==> src/uart_pkg.sv <==
package uart_pkg;

    // ~~~~~~~~~~~~~~~~~~~~~~~~~~~~~~~~~~~~~~~~~~~~~~~~~
    // Bus widths
    // ~~~~~~~~~~~~~~~~~~~~~~~~~~~~~~~~~~~~~~~~~~~~~~~~~

    localparam int DATA_W = 32;
    // Byte address; the word index is addr[31:2].
    localparam int ADDR_W = 32;
    localparam int BE_W   = 4;

    // Clocks-per-bit divisor width.
    localparam int CBP_W  = 16;

    // ~~~~~~~~~~~~~~~~~~~~~~~~~~~~~~~~~~~~~~~~~~~~~~~~~
    // Register map
    // ~~~~~~~~~~~~~~~~~~~~~~~~~~~~~~~~~~~~~~~~~~~~~~~~~

    localparam int REG_CBP    = 0;
    localparam int REG_STOP   = 1;
    // Read-only, loaded by the receiver.
    localparam int REG_RXDATA = 2;
    localparam int REG_TXDATA = 3;
    localparam int REG_CTRL   = 4;

    // Control and status bits of word 4.
    localparam int CTRL_TX_EN   = 0;
    localparam int CTRL_RX_DONE = 1;
    localparam int CTRL_TX_DONE = 2;

    // ~~~~~~~~~~~~~~~~~~~~~~~~~~~~~~~~~~~~~~~~~~~~~~~~~
    // Stop-bit select
    // ~~~~~~~~~~~~~~~~~~~~~~~~~~~~~~~~~~~~~~~~~~~~~~~~~

    localparam int STOP_W = 2;

    // Only this code gives one stop bit, any other gives two.
    localparam logic [STOP_W-1:0] STOP_ONE = 2'b00;

endpackage

==> src/uart_regs.sv <==
`timescale 1ns/10ps

module uart_regs import uart_pkg::*; #(
    parameter int                  NUM_REGS    = 5,
    parameter logic [NUM_REGS-1:0] ALLOW_WRITE = 5'b11011
) (
    input  logic              clk_i,
    input  logic              rst_i,

    input  logic              write_i,
    input  logic [BE_W-1:0]   be_i,
    input  logic [ADDR_W-1:0] addr_i,
    input  logic [DATA_W-1:0] wdata_i,
    output logic [DATA_W-1:0] rdata_o,

    input  logic [7:0]        rx_data_i,
    input  logic              rx_done_i,
    input  logic              tx_done_i,

    output logic [CBP_W-1:0]  cbp_o,
    output logic [STOP_W-1:0] stop_bits_o,
    output logic [7:0]        tx_data_o,
    output logic              tx_en_o
);

    logic [DATA_W-1:0] regs_q [NUM_REGS];
    logic [DATA_W-1:0] regs_d [NUM_REGS];
    logic [ADDR_W-3:0] word_idx;
    logic [NUM_REGS-1:0] sel;
    logic [NUM_REGS-1:0] wr_en;

    function automatic logic [DATA_W-1:0] merge_bytes(
        input logic [DATA_W-1:0] old_w,
        input logic [DATA_W-1:0] new_w,
        input logic [BE_W-1:0]   be
    );
        logic [DATA_W-1:0] res;
        res = old_w;
        for (int b = 0; b < BE_W; b++) begin
            if (be[b]) begin
                res[b*8 +: 8] = new_w[b*8 +: 8];
            end
        end
        return res;
    endfunction

    // ~~~~~~~~~~~~~~~~~~~~~~~~~~~~~~~~~~~~~~~~~~~~~~~~~
    // Address decode
    // ~~~~~~~~~~~~~~~~~~~~~~~~~~~~~~~~~~~~~~~~~~~~~~~~~

    assign word_idx = addr_i[ADDR_W-1:2];

    // An index past the last word matches no select line.
    for (genvar i = 0; i < NUM_REGS; i++) begin : g_sel
        assign sel[i]   = (word_idx == (ADDR_W-2)'(i));
        assign wr_en[i] = write_i && sel[i] && ALLOW_WRITE[i];
    end

    // ~~~~~~~~~~~~~~~~~~~~~~~~~~~~~~~~~~~~~~~~~~~~~~~~~
    // Next state
    // ~~~~~~~~~~~~~~~~~~~~~~~~~~~~~~~~~~~~~~~~~~~~~~~~~

    always_comb begin
        for (int w = 0; w < NUM_REGS; w++) begin
            regs_d[w] = wr_en[w] ? merge_bytes(regs_q[w], wdata_i, be_i) : regs_q[w];
        end

        // Done pulses override a bus write to the same bits.
        if (rx_done_i) begin
            regs_d[REG_RXDATA] = {{(DATA_W-8){1'b0}}, rx_data_i};
            regs_d[REG_CTRL][CTRL_RX_DONE] = 1'b1;
        end
        if (tx_done_i) begin
            regs_d[REG_CTRL][CTRL_TX_EN]   = 1'b0;
            regs_d[REG_CTRL][CTRL_TX_DONE] = 1'b1;
        end
    end

    always_ff @(posedge clk_i) begin
        if (rst_i) begin
            for (int w = 0; w < NUM_REGS; w++) begin
                regs_q[w] <= '0;
            end
        end else begin
            for (int w = 0; w < NUM_REGS; w++) begin
                regs_q[w] <= regs_d[w];
            end
        end
    end

    // ~~~~~~~~~~~~~~~~~~~~~~~~~~~~~~~~~~~~~~~~~~~~~~~~~
    // Read mux and outputs
    // ~~~~~~~~~~~~~~~~~~~~~~~~~~~~~~~~~~~~~~~~~~~~~~~~~

    // Zero when no word is selected.
    always_comb begin
        rdata_o = '0;
        for (int w = 0; w < NUM_REGS; w++) begin
            if (sel[w]) begin
                rdata_o = regs_q[w];
            end
        end
    end

    assign cbp_o       = regs_q[REG_CBP][CBP_W-1:0];
    assign stop_bits_o = regs_q[REG_STOP][STOP_W-1:0];
    assign tx_data_o   = regs_q[REG_TXDATA][7:0];
    assign tx_en_o     = regs_q[REG_CTRL][CTRL_TX_EN];

endmodule

==> src/uart_tx.sv <==
`timescale 1ns/10ps

module uart_tx import uart_pkg::*; (
    input  logic              clk_i,
    input  logic              rst_i,
    input  logic [CBP_W-1:0]  cbp_i,
    input  logic [STOP_W-1:0] stop_bits_i,
    input  logic [7:0]        data_i,
    input  logic              en_i,
    output logic              tx_o,
    output logic              done_o
);

    localparam logic [2:0] ST_IDLE  = 3'd0;
    localparam logic [2:0] ST_START = 3'd1;
    localparam logic [2:0] ST_DATA  = 3'd2;
    localparam logic [2:0] ST_STOP1 = 3'd3;
    localparam logic [2:0] ST_STOP2 = 3'd4;

    logic [2:0]       state_q;
    logic [CBP_W-1:0] cnt_q;
    logic [2:0]       bit_idx_q;
    logic             done_q;
    logic [CBP_W-1:0] cbp_q;
    logic [7:0]       shift_q;
    logic             two_stop_q;
    logic [CBP_W-1:0] cbp_eff;
    logic             start;
    logic             bit_end;

    // A zero divisor runs as one.
    assign cbp_eff = (cbp_i == '0) ? CBP_W'(1) : cbp_i;
    assign bit_end = (cnt_q == '0);

    // Hold off for the done cycle, while the enable is being cleared.
    assign start = (state_q == ST_IDLE) && en_i && !done_q;

    always_ff @(posedge clk_i) begin
        if (rst_i) begin
            state_q   <= ST_IDLE;
            cnt_q     <= '0;
            bit_idx_q <= '0;
            done_q    <= 1'b0;
        end else begin
            done_q <= 1'b0;
            if (state_q == ST_IDLE) begin
                if (start) begin
                    state_q <= ST_START;
                    cnt_q   <= cbp_eff - 1'b1;
                end
            end else if (!bit_end) begin
                cnt_q <= cnt_q - 1'b1;
            end else begin
                cnt_q <= cbp_q - 1'b1;
                case (state_q)
                    ST_START: begin
                        state_q   <= ST_DATA;
                        bit_idx_q <= '0;
                    end
                    ST_DATA: begin
                        if (bit_idx_q == 3'd7) state_q <= ST_STOP1;
                        bit_idx_q <= bit_idx_q + 1'b1;
                    end
                    ST_STOP1: begin
                        state_q <= two_stop_q ? ST_STOP2 : ST_IDLE;
                        done_q  <= !two_stop_q;
                    end
                    default: begin
                        state_q <= ST_IDLE;
                        done_q  <= 1'b1;
                    end
                endcase
            end
        end
    end

    // Frame payload, latched at start.
    always_ff @(posedge clk_i) begin
        if (start) begin
            cbp_q      <= cbp_eff;
            shift_q    <= data_i;
            two_stop_q <= (stop_bits_i != STOP_ONE);
        end else if (state_q == ST_DATA && bit_end) begin
            shift_q <= shift_q >> 1;
        end
    end

    assign tx_o   = (state_q == ST_START) ? 1'b0 :
                    (state_q == ST_DATA)  ? shift_q[0] : 1'b1;
    assign done_o = done_q;

endmodule

==> src/uart_rx.sv <==
`timescale 1ns/10ps

module uart_rx import uart_pkg::*; (
    input  logic             clk_i,
    input  logic             rst_i,
    input  logic [CBP_W-1:0] cbp_i,
    input  logic             rx_i,
    output logic [7:0]       data_o,
    output logic             done_o
);

    localparam logic [1:0] ST_IDLE  = 2'd0;
    localparam logic [1:0] ST_START = 2'd1;
    localparam logic [1:0] ST_DATA  = 2'd2;
    localparam logic [1:0] ST_STOP  = 2'd3;

    logic             rx_meta_q;
    logic             rx_sync_q;
    logic [1:0]       state_q;
    logic [CBP_W-1:0] cnt_q;
    logic [2:0]       bit_idx_q;
    logic             done_q;
    logic [CBP_W-1:0] cbp_q;
    logic [7:0]       shift_q;
    logic [7:0]       data_q;
    logic [CBP_W-1:0] cbp_eff;
    logic [CBP_W-1:0] half_bit;
    logic             start_seen;
    logic             bit_end;

    // ~~~~~~~~~~~~~~~~~~~~~~~~~~~~~~~~~~~~~~~~~~~~~~~~~
    // Line synchronizer
    // ~~~~~~~~~~~~~~~~~~~~~~~~~~~~~~~~~~~~~~~~~~~~~~~~~

    // Held at the idle level in reset so no false start is seen.
    always_ff @(posedge clk_i) begin
        if (rst_i) begin
            rx_meta_q <= 1'b1;
            rx_sync_q <= 1'b1;
        end else begin
            rx_meta_q <= rx_i;
            rx_sync_q <= rx_meta_q;
        end
    end

    // ~~~~~~~~~~~~~~~~~~~~~~~~~~~~~~~~~~~~~~~~~~~~~~~~~
    // Frame FSM
    // ~~~~~~~~~~~~~~~~~~~~~~~~~~~~~~~~~~~~~~~~~~~~~~~~~

    assign cbp_eff    = (cbp_i == '0) ? CBP_W'(1) : cbp_i;
    assign half_bit   = cbp_eff >> 1;
    assign start_seen = (state_q == ST_IDLE) && !rx_sync_q;
    assign bit_end    = (cnt_q == '0);

    always_ff @(posedge clk_i) begin
        if (rst_i) begin
            state_q   <= ST_IDLE;
            cnt_q     <= '0;
            bit_idx_q <= '0;
            done_q    <= 1'b0;
        end else begin
            done_q <= 1'b0;
            if (state_q == ST_IDLE) begin
                if (start_seen) begin
                    // A one-cycle bit goes straight to the data bits.
                    if (half_bit == '0) begin
                        state_q   <= ST_DATA;
                        cnt_q     <= '0;
                        bit_idx_q <= '0;
                    end else begin
                        // Counted from the first low sample.
                        state_q <= ST_START;
                        cnt_q   <= half_bit - 1'b1;
                    end
                end
            end else if (!bit_end) begin
                cnt_q <= cnt_q - 1'b1;
            end else begin
                cnt_q <= cbp_q - 1'b1;
                case (state_q)
                    ST_START: begin
                        // Line back high at mid start bit is a glitch.
                        state_q   <= rx_sync_q ? ST_IDLE : ST_DATA;
                        bit_idx_q <= '0;
                    end
                    ST_DATA: begin
                        if (bit_idx_q == 3'd7) state_q <= ST_STOP;
                        bit_idx_q <= bit_idx_q + 1'b1;
                    end
                    default: begin
                        state_q <= ST_IDLE;
                        done_q  <= 1'b1;
                    end
                endcase
            end
        end
    end

    // Bits arrive LSB first, so shift in from the top.
    always_ff @(posedge clk_i) begin
        if (start_seen) begin
            cbp_q <= cbp_eff;
        end
        if (state_q == ST_DATA && bit_end) begin
            shift_q <= {rx_sync_q, shift_q[7:1]};
        end
        if (state_q == ST_STOP && bit_end) begin
            data_q <= shift_q;
        end
    end

    assign data_o = data_q;
    assign done_o = done_q;

endmodule

==> src/uart_periph.sv <==
`timescale 1ns/10ps

module uart_periph import uart_pkg::*; (
    input  logic              clk_i,
    input  logic              rst_i,

    input  logic              write_i,
    input  logic [BE_W-1:0]   be_i,
    input  logic [ADDR_W-1:0] addr_i,
    input  logic [DATA_W-1:0] wdata_i,
    output logic [DATA_W-1:0] rdata_o,

    input  logic              rx_i,
    output logic              tx_o
);

    // Word 2 stays read-only.
    localparam int                  NUM_REGS    = 5;
    localparam logic [NUM_REGS-1:0] ALLOW_WRITE = 5'b11011;

    logic [CBP_W-1:0]  cbp;
    logic [STOP_W-1:0] stop_bits;
    logic [7:0]        tx_data;
    logic              tx_en;
    logic              tx_done;
    logic [7:0]        rx_data;
    logic              rx_done;

    uart_regs #(
        .NUM_REGS    (NUM_REGS),
        .ALLOW_WRITE (ALLOW_WRITE)
    ) u_regs (
        .clk_i       (clk_i),
        .rst_i       (rst_i),
        .write_i     (write_i),
        .be_i        (be_i),
        .addr_i      (addr_i),
        .wdata_i     (wdata_i),
        .rdata_o     (rdata_o),
        .rx_data_i   (rx_data),
        .rx_done_i   (rx_done),
        .tx_done_i   (tx_done),
        .cbp_o       (cbp),
        .stop_bits_o (stop_bits),
        .tx_data_o   (tx_data),
        .tx_en_o     (tx_en)
    );

    uart_tx u_tx (
        .clk_i       (clk_i),
        .rst_i       (rst_i),
        .cbp_i       (cbp),
        .stop_bits_i (stop_bits),
        .data_i      (tx_data),
        .en_i        (tx_en),
        .tx_o        (tx_o),
        .done_o      (tx_done)
    );

    uart_rx u_rx (
        .clk_i       (clk_i),
        .rst_i       (rst_i),
        .cbp_i       (cbp),
        .rx_i        (rx_i),
        .data_o      (rx_data),
        .done_o      (rx_done)
    );

endmodule

==> config.mk <==
export PLATFORM = sky130hd
export DESIGN_NAME = uart_periph
export DESIGN_NICKNAME = d
export VERILOG_FILES = /design/src/uart_pkg.sv /design/src/uart_regs.sv /design/src/uart_tx.sv /design/src/uart_rx.sv /design/src/uart_periph.sv
export SDC_FILE = /design/constraint.sdc
export NUM_CORES = 1
export LEC_CHECK = 0
export ABC_AREA = 1
export BUFFER_PORTS_ARGS = -buffer_cell sky130_fd_sc_hd__buf_2
export CAP_MARGIN = 10
export CORE_UTILIZATION = 40
export CTS_BUF_LIST = sky130_fd_sc_hd__clkbuf_2
export DETAILED_ROUTE_END_ITERATION = 12
export GPL_TIMING_DRIVEN = 1
export PLACE_DENSITY = 0.63
export SLEW_MARGIN = 40
export SYNTH_ARGS = -nofsm -noshare
export SYNTH_HDL_FRONTEND = slang
export SYNTH_SLANG_ARGS = --single-unit
==> constraint.sdc <==
create_clock -name clk_i -period 2.3 [get_ports clk_i]
set_input_delay 0.345 -clock clk_i [delete_from_list [all_inputs] [get_ports clk_i]]
set_output_delay 0.345 -clock clk_i [all_outputs]
set_load 0.1 [all_outputs]
==> results of run 1 <==
registers in the layout, indices dropped and copies added, names as in the netlist:
register / flops
u_rx.bit_idx_q: 3
u_rx.data_o: 8
u_rx.cnt_q: 16
u_tx.two_stop_q: 1
u_tx.cnt_q: 16
u_rx.done_o: 1
u_rx.shift_q: 8
u_tx.state_q: 3
u_rx.rx_meta_q: 1
u_tx.shift_q: 8
u_rx.rx_sync_q: 1
u_tx.cbp_q: 16
u_rx.cbp_q: 16
u_regs.regs_q: 136
u_rx.state_q: 2
u_tx.bit_idx_q: 3
u_tx.done_o: 1
routing by layer:
metal | share of wire, % | vias up | routed length [um]
met5 | 0 | - | 0
met2 | 49 | 337 | 16400
li1 | - | 5796 | -
met4 | 1.9 | 0 | 645
met1 | 44 | 5328 | 14600
met3 | 5.7 | 54 | 1930
metrics by stage:
step	TNS, ps	std cells	hold WS, ps	total power [W]	area (um^2)
4_1_cts	-3760	2265	100	0.0104	15000
6_report	-4670	2272	174	0.0103	15400
5_1_grt	-8910	2272	189	0.0110	15400
2_1_floorplan	-2310	1617	389	0.00667	12000
3_5_place_dp	-6250	2087	404	0.00744	13700
3_3_place_gp	-5320	2087	404	0.00740	13700
worst min path at each step:
| stage | from | to | slack (ps) |
|---|---|---|---|
| after global routing | addr_i[5] | u_regs.regs_q[0][131] | 190 |
| after global placement | u_rx.shift_q[0] | u_rx.data_o[0] | 400 |
| after CTS | addr_i[5] | u_regs.regs_q[0][131] | 100 |
| after floorplan | u_rx.rx_meta_q | u_rx.rx_sync_q | 390 |
| final | addr_i[5] | u_regs.regs_q[0][131] | 170 |
| after detailed placement | u_rx.rx_meta_q | u_rx.rx_sync_q | 400 |
tightest hold or removal path: cells and delay by family:
| kind | cells | cell delay (ps) |
|---|---|---|
| compound gates | 1 | 50 |
| simple gates | 4 | 370 |
| buf+inv | 2 | 190 |
layout make-up:
| class | count | area share [%] |
|---|---|---|
| tap | 384 | 3.13 |
| antenna | 1 | 0.0163 |
| clock inverter | 22 | 0.619 |
| sequential | 240 | 35.1 |
| multi-input combinational | 1076 | 37.3 |
| clock buffer | 92 | 3.00 |
| inverter | 214 | 5.25 |
| timing repair buffer | 243 | 15.6 |
power groups by stage:
stage,logic [W],clock network (W),registers (W)
after CTS,0.00282,0.00299,0.00459
after global routing,0.00322,0.00320,0.00462
final,0.00286,0.00289,0.00459
after detailed placement,0.00275,0,0.00468
after floorplan,0.00203,0,0.00464
after global placement,0.00272,0,0.00468
cells by family (layout without fill, tap and decap cells):
family	Yosys count	in the layout	synth area share, %
xor gates and xnor gates	11	11	0.818
other	0	1	0
and+or+nand+nor	657	657	24.5
buffers and inverters	301	571	10.4
AOI/OAI and AO/OA	396	396	17.3
DFF	240	240	45.7
adders and majority gates	12	12	1.28
layout by cell type (no fill, tap or decap), types with 21 or more instances in the layout:
cell type        n
a21oi_1        171
buf_12          42
buf_2           68
buf_4           72
clkbuf_2        92
clkinv_1        22
dfxtp_1        177
dlygate4sd3_1   48
edfxtp_1        57
inv_1          204
nand2_1        230
nand3_1        152
nand3_2         21
nor2_1         134
nor2_2          28
nor2_4          31
o21ai_0        144
o21ai_1         32
timing repair:
| item | in CTS | in global routing |
|---|---|---|
| gates resized for setup | 47 | 99 |
| gates cloned | 2 | 2 |
| buffers inserted | 14 | 7 |
| hold endpoints to repair | 167 | 0 |
| hold buffers | 48 | 0 |
| pin swaps | 8 | 12 |
| endpoints found under the setup margin | 33 | 79 |
==> impl_metrics.py, run 1 <==
metrics = {
    "grt": {
        "grt.busiest_layer": "met2",
        "grt_util_met1_pct": 27.8,
        "overflow": 0,
        "grt_util_all_layers_pct": 22.1,
        "grt_pass1_wl_um": 54600,
        "antenna_found_initial": 1,
        "grt_max_degree": 73,
        "gr-usage-met2_pct": 38.6,
        "grt_pass1_vias": 11000,
        "grt_use_met3_pct": 3.51,
    },
    "floorplan": {
        "rows": 62,
        "die_x_um": 174,
        "dieArea_mm2": 0.0301,
        "fp.dieH_um": 174,
        "ios": 105,
        "start_util_pct": 40.8,
        "coreArea_mm2": 0.0289,
    },
    "synth": {
        "synth_nets": 1701,
        "synth_top_cells_by_area": "dfxtp_1 (31%), edfxtp_1 (15%), o21ai_0 (8.0%)",
        "synthCells": 1617,
        "ys.flop_type": "dfxtp_1",
        "syn_area_per_cell_um2": 7.28,
        "synth_area_mm2": 0.0118,
        "ys_ff_latch": 240,
        "async_flop_share_pct": 0,
        "synth.top_cell.area_share_pct": 31.1,
        "yosysWarnings": 0,
        "synth_top_area_cell": "dfxtp_1",
        "ys_seq_area_share_pct": 45.7,
        "synth.most_common_cell": "nand2_1",
        "synth_cell_type_count": 43,
        "yosys-top-cells-count": "nand2_1 (246), inv_1 (208), o21ai_0 (188), dfxtp_1 (183), nor2_1 (181)",
        "synth-edff-count": 57,
    },
    "worst_setup_path": {
        "reg2reg_to": "u_tx.cnt_q[12]",
        "crit_family": "simple AND/OR/NAND/NOR gates",
        "worstPathArrival_ps": 2200,
        "slowest_stage": "or2_1",
        "endpoint": "rdata_o[27]",
        "worstSetupPathType": "input port to output pin",
        "crit_start": "addr_i[19]",
        "cp-start-kind": "input port",
        "rrSetupSlack_ps": 190,
        "crit_top_cell": "nor2_4",
        "crit_path_max_incr_delay_ps": 220,
        "cp-end-kind": "output pin",
        "crit_path_max_fanout": 6,
        "cp.depth": 15,
        "reg2reg_depth": 14,
        "crit_chain": "buf_6 > or2_1 > nor3_2 > nand4_1 > nor2_4 > inv_2 > nor2_4 > buf_4 > buf_12 > buf_16 > nand3_1 > o21ai_2 > nor2_2 > nor2_4 > buf_12",
        "reg2reg_from": "u_regs.regs_q[0][12]",
        "crit_required_ps": 1960,
        "path_buf_inv": 6,
    },
    "drt": {
        "first_iter_violations": 767,
        "vias_per_cell": 5.07,
        "vias": 11500,
        "firstDrtPassIters": 7,
        "ant_nets": 0,
        "wl_um": 33600,
        "drc": 0,
        "detail_route.wl_per_cell_um": 14.8,
    },
    "clocking": {
        "cts_sinks": 240,
        "clock_path_buffers": 3,
        "htree_levels": 2,
        "cts_buffers": 60,
        "clkSlewWorstSetupHoldPaths_ps": 90,
        "cts_tree": "done",
        "root_buffer": "clkbuf_2",
        "worstSkewPairLatency_ps": 900,
    },
    "power_and_ir_drop": {
        "swShare_pct": 36.7,
        "pwr-share-comb_pct": 27.7,
        "clockPowerShare_pct": 27.9,
        "internal-power_w": 0.00654,
        "vdd_drop_max_mv": 0.556,
        "p_seq_share_pct": 44.4,
        "p_leak_nw": 6.37,
        "p_sw_w": 0.00380,
        "pwr_density_cell_mw_per_mm2": 673,
    },
    "place": {
        "dp_hpwl_um": 22100,
        "gp_congestion": 0.908,
        "io_buffers": 102,
        "preCtsSetupSlack_ps": -155,
    },
    "outcome": {
        "violations": "setup timing",
        "outcome": "finished, violations left",
    },
    "final_layout": {
        "area_delta_synth_final_pct": 30.5,
        "fillers": 2774,
        "multi_input_area_mm2": 0.00573,
        "finish.utilization_pct": 53.2,
        "fin_nets": 1919,
        "final-seq-area_mm2": 0.00539,
        "drive_above_1_share_pct": 23.6,
    },
    "sta": {
        "period_share_pct": 111,
        "worstMarginPinSlew_ps": 600,
        "finClkSkew_ps": 74.0,
        "worst_slack_ps": -246,
        "grt_setup_unrepaired": "true",
        "slew_violations": 0,
        "max-slew-margin-rel_pct": 59.6,
        "fmax_mhz": 393,
        "setup_viol": 32,
        "hold_viol_final": 0,
        "finalCriticalPeriod_ps": 2550,
    },
    "flow_run": {
        "cap_violations": 0,
    },
    "worst_hold_path": {
        "whs_path_depth": 7,
        "hold_path_class": "input port to flip-flop",
    },
}
Power figures use the tool's default switching activity.
==> inputs of run 2 (changes only) <==
--- a/config.mk
+++ b/config.mk
@@ -16,4 +16,5 @@
 export SLEW_MARGIN = 40
 export SYNTH_ARGS = -nofsm -noshare
 export SYNTH_HDL_FRONTEND = slang
+export SYNTH_HIERARCHICAL = 1
 export SYNTH_SLANG_ARGS = --single-unit
==> run 2 against run 1 <==
Effect of this change:
- the run now ends clean
- register-to-register slack hardly changed
- clock power up 14%
- global-route usage grew 0.49 points
- flip-flop and latch count unchanged
- area after synthesis grew 17%
- highest routed layer unchanged
- largest cell class unchanged
- worst setup slack improved by 290 ps
- combinational power grew to 2.5 times the previous value
- critical path type unchanged
- final area is 14% higher
- routed wire length up 25%
- sequential power grew 5.9%
- largest power group is now combinational logic
- utilization is 1.4 points lower
- first-iteration DRC count grew 50%
==> impl_metrics.py, run 2 <==
metrics = {
    "outcome": {
        "outcome": "completed",
    },
    "sta": {
        "setup_viol": 0,
        "fmax_mhz": 444,
        "finalCriticalPeriod_ps": 2250,
        "worstMarginPinSlew_ps": 832,
        "period_share_pct": 97.9,
        "finClkSkew_ps": 88.4,
        "slew_violations": 0,
        "max-slew-margin-rel_pct": 44.6,
        "hold_viol_final": 0,
        "hold-worst-slack_ps": 119,
        "grt_setup_unrepaired": "true",
    },
    "clocking": {
        "cts_buffers": 69,
        "cts_tree": "done",
        "clock_path_buffers": 3,
        "htree_levels": 3,
        "cts_sinks": 240,
        "clkSlewWorstSetupHoldPaths_ps": 90,
        "worstSkewPairLatency_ps": 830,
        "root_buffer": "clkbuf_2",
    },
    "power_and_ir_drop": {
        "vdd_drop_max_mv": 0.564,
        "pwr_density_cell_mw_per_mm2": 884,
        "p_leak_nw": 7.97,
    },
    "worst_setup_path": {
        "crit_required_ps": 1960,
        "cp-start-kind": "input port",
        "cp-end-kind": "output pin",
        "worstPathArrival_ps": 1910,
        "worstSetupPathType": "input port to output pin",
        "crit_path_max_fanout": 8,
    },
    "synth": {
        "synth.top_cell.area_share_pct": 26.6,
        "synth_nets": 2138,
        "synth_top_cells_by_area": "dfxtp_1 (27%), nand2_1 (13%), edfxtp_1 (12%)",
        "synth_area_mm2": 0.0138,
        "synth-edff-count": 57,
        "synth_cell_type_count": 48,
        "synth_top_area_cell": "dfxtp_1",
        "ys_seq_area_share_pct": 39.0,
        "synth.most_common_cell": "nand2_1",
        "async_flop_share_pct": 0,
        "yosys-top-cells-count": "nand2_1 (475), inv_1 (289), nand3_1 (263), nor2_1 (245), dfxtp_1 (183)",
        "syn_area_per_cell_um2": 6.70,
        "yosysWarnings": 6,
        "ys.flop_type": "dfxtp_1",
        "ys_ff_latch": 240,
        "synthCells": 2054,
    },
    "floorplan": {
        "rows": 67,
        "start_util_pct": 40.9,
        "die_x_um": 188,
        "dieArea_mm2": 0.0352,
        "ios": 105,
        "coreArea_mm2": 0.0337,
        "fp.dieH_um": 188,
    },
    "final_layout": {
        "fin_nets": 2322,
        "drive_above_1_share_pct": 22.6,
        "mostFrequentLayoutCell": "nand2_1",
        "postLayoutCellArea_mm2": 0.0175,
        "multi_input_area_mm2": 0.00692,
        "fillers": 3290,
        "area_delta_synth_final_pct": 26.8,
        "largest-register": "u_regs/regs_q",
        "largest_reg_flops": 136,
        "stdcell_count": 2744,
        "final-seq-area_mm2": 0.00540,
        "final_cell_mix": "nand2_1 (455), inv_1 (287), nand3_1 (248), nor2_1 (220), dfxtp_1 (168)",
    },
    "grt": {
        "grt_max_degree": 76,
        "antenna_found_initial": 1,
        "grt_pass1_wl_um": 65000,
        "grt_pass1_vias": 13200,
        "overflow": 0,
        "grt_util_all_layers_pct": 22.6,
    },
    "place": {
        "dp_hpwl_um": 27100,
        "post_dp_cell_area_mm2": 0.0156,
        "dp.cells": 2537,
        "gp_congestion": 0.883,
        "io_buffers": 102,
    },
    "worst_hold_path": {
        "hold_path_class": "input port to flip-flop",
    },
    "drt": {
        "vias_per_cell": 5.10,
        "wl_um": 42000,
        "first_iter_violations": 1153,
        "firstDrtPassIters": 6,
        "vias": 14000,
        "detail_route.wl_per_cell_um": 15.3,
        "drc": 0,
        "ant_nets": 0,
    },
    "flow_run": {
        "cap_violations": 0,
    },
}
run 2: changes by cell type after synthesis, moves of 54 or more:
cell / before / now
inv_1: 208 / 289
nand4_1: 6 / 79
nand2_1: 246 / 475
nor2_1: 181 / 245
a21oi_1: 176 / 122
o21ai_0: 188 / 30
nand3_1: 170 / 263
run 2: metal layers:
layer / global-route usage (%) / up-vias / part of all wire (%)
met1: 28.6 / 6416 / 43
met2: 37.2 / 530 / 46
met4: 9.97 / 0 / 3.6
li1: - / 6925 / -
met3: 4.34 / 113 / 7.4
met5: 0 / - / 0
run 2: power by group:
group | switching (W) | total, W | internal [W]
Clock | 0.00192 | 0.00330 | 0.00139
Combinational | 0.00487 | 0.00728 | 0.00241
Sequential | 0.000222 | 0.00486 | 0.00464
run 2: path summary, 6_finish.rpt:
check | slack (ps) | depth (start not counted) | start | endpoint
hold reg to reg | 420 | 1 | u_rx/rx_meta_q | u_rx/rx_sync_q
hold / removal | 120 | 4 | write_i | u_regs/regs_q[0][117]
setup reg to reg | 200 | 12 | u_regs/regs_q[0][3] | u_rx/cnt_q[11]
setup / recovery | 50 | 13 | addr_i[15] | rdata_o[31]
run 2: kinds of logic (layout without fill, tap and decap cells):
logic type | Yosys count | count (layout) | synth area share (%)
mux | 2 | 2 | 0.164
compound gates | 179 | 179 | 6.95
simple gates | 1147 | 1147 | 37.7
buf+inv | 459 | 699 | 14.1
other cells | 0 | 2 | 0
fa+ha+maj | 12 | 12 | 1.09
xor+xnor | 15 | 15 | 0.954
flops | 240 | 240 | 39.0
run 2: layout make-up:
| type | count | share of cell area [%] |
|---|---|---|
| repair buffers | 268 | 15.9 |
| well taps | 448 | 3.21 |
| clock buffers | 111 | 3.18 |
| clock inverters | 16 | 0.580 |
| diodes | 2 | 0.0287 |
| multi-input cells | 1355 | 39.6 |
| inverters | 304 | 6.58 |
| flip-flops and latches | 240 | 30.9 |
run 2: repair_timing:
item	4_1_cts	5_1_grt
endpoints found under the setup margin	8	48
endpoints found under the hold margin	132	0
gates cloned	0	9
resized for setup	15	91
pin swaps	4	27
hold buffers	47	0
buffers inserted	4	18
run 2: metrics by stage:
step	setup TNS [ps]	setup WS (ps)	util [%]	power (W)
finish	0	48.2	51.8	0.0154
CTS	-40.2	-32.8	49.8	0.0152
global placement	-23.2	-23.2	46.2	0.0117
global route	-275	-46.6	51.8	0.0167
detailed placement	-4.77	-4.77	46.2	0.0118
floorplan	-1690	-202	-	0.0104
run 2: worst max-delay path, stage by stage:
cell     delay (ps)
buf_2           110
nor2_2          100
nand2_2         100
nor2_4          120
nand2_4          80
nor2_4          130
buf_12          140
buf_12          140
nand3_1          90
nand2_1         110
nor2_2           60
a21oi_2         160
buf_12          200
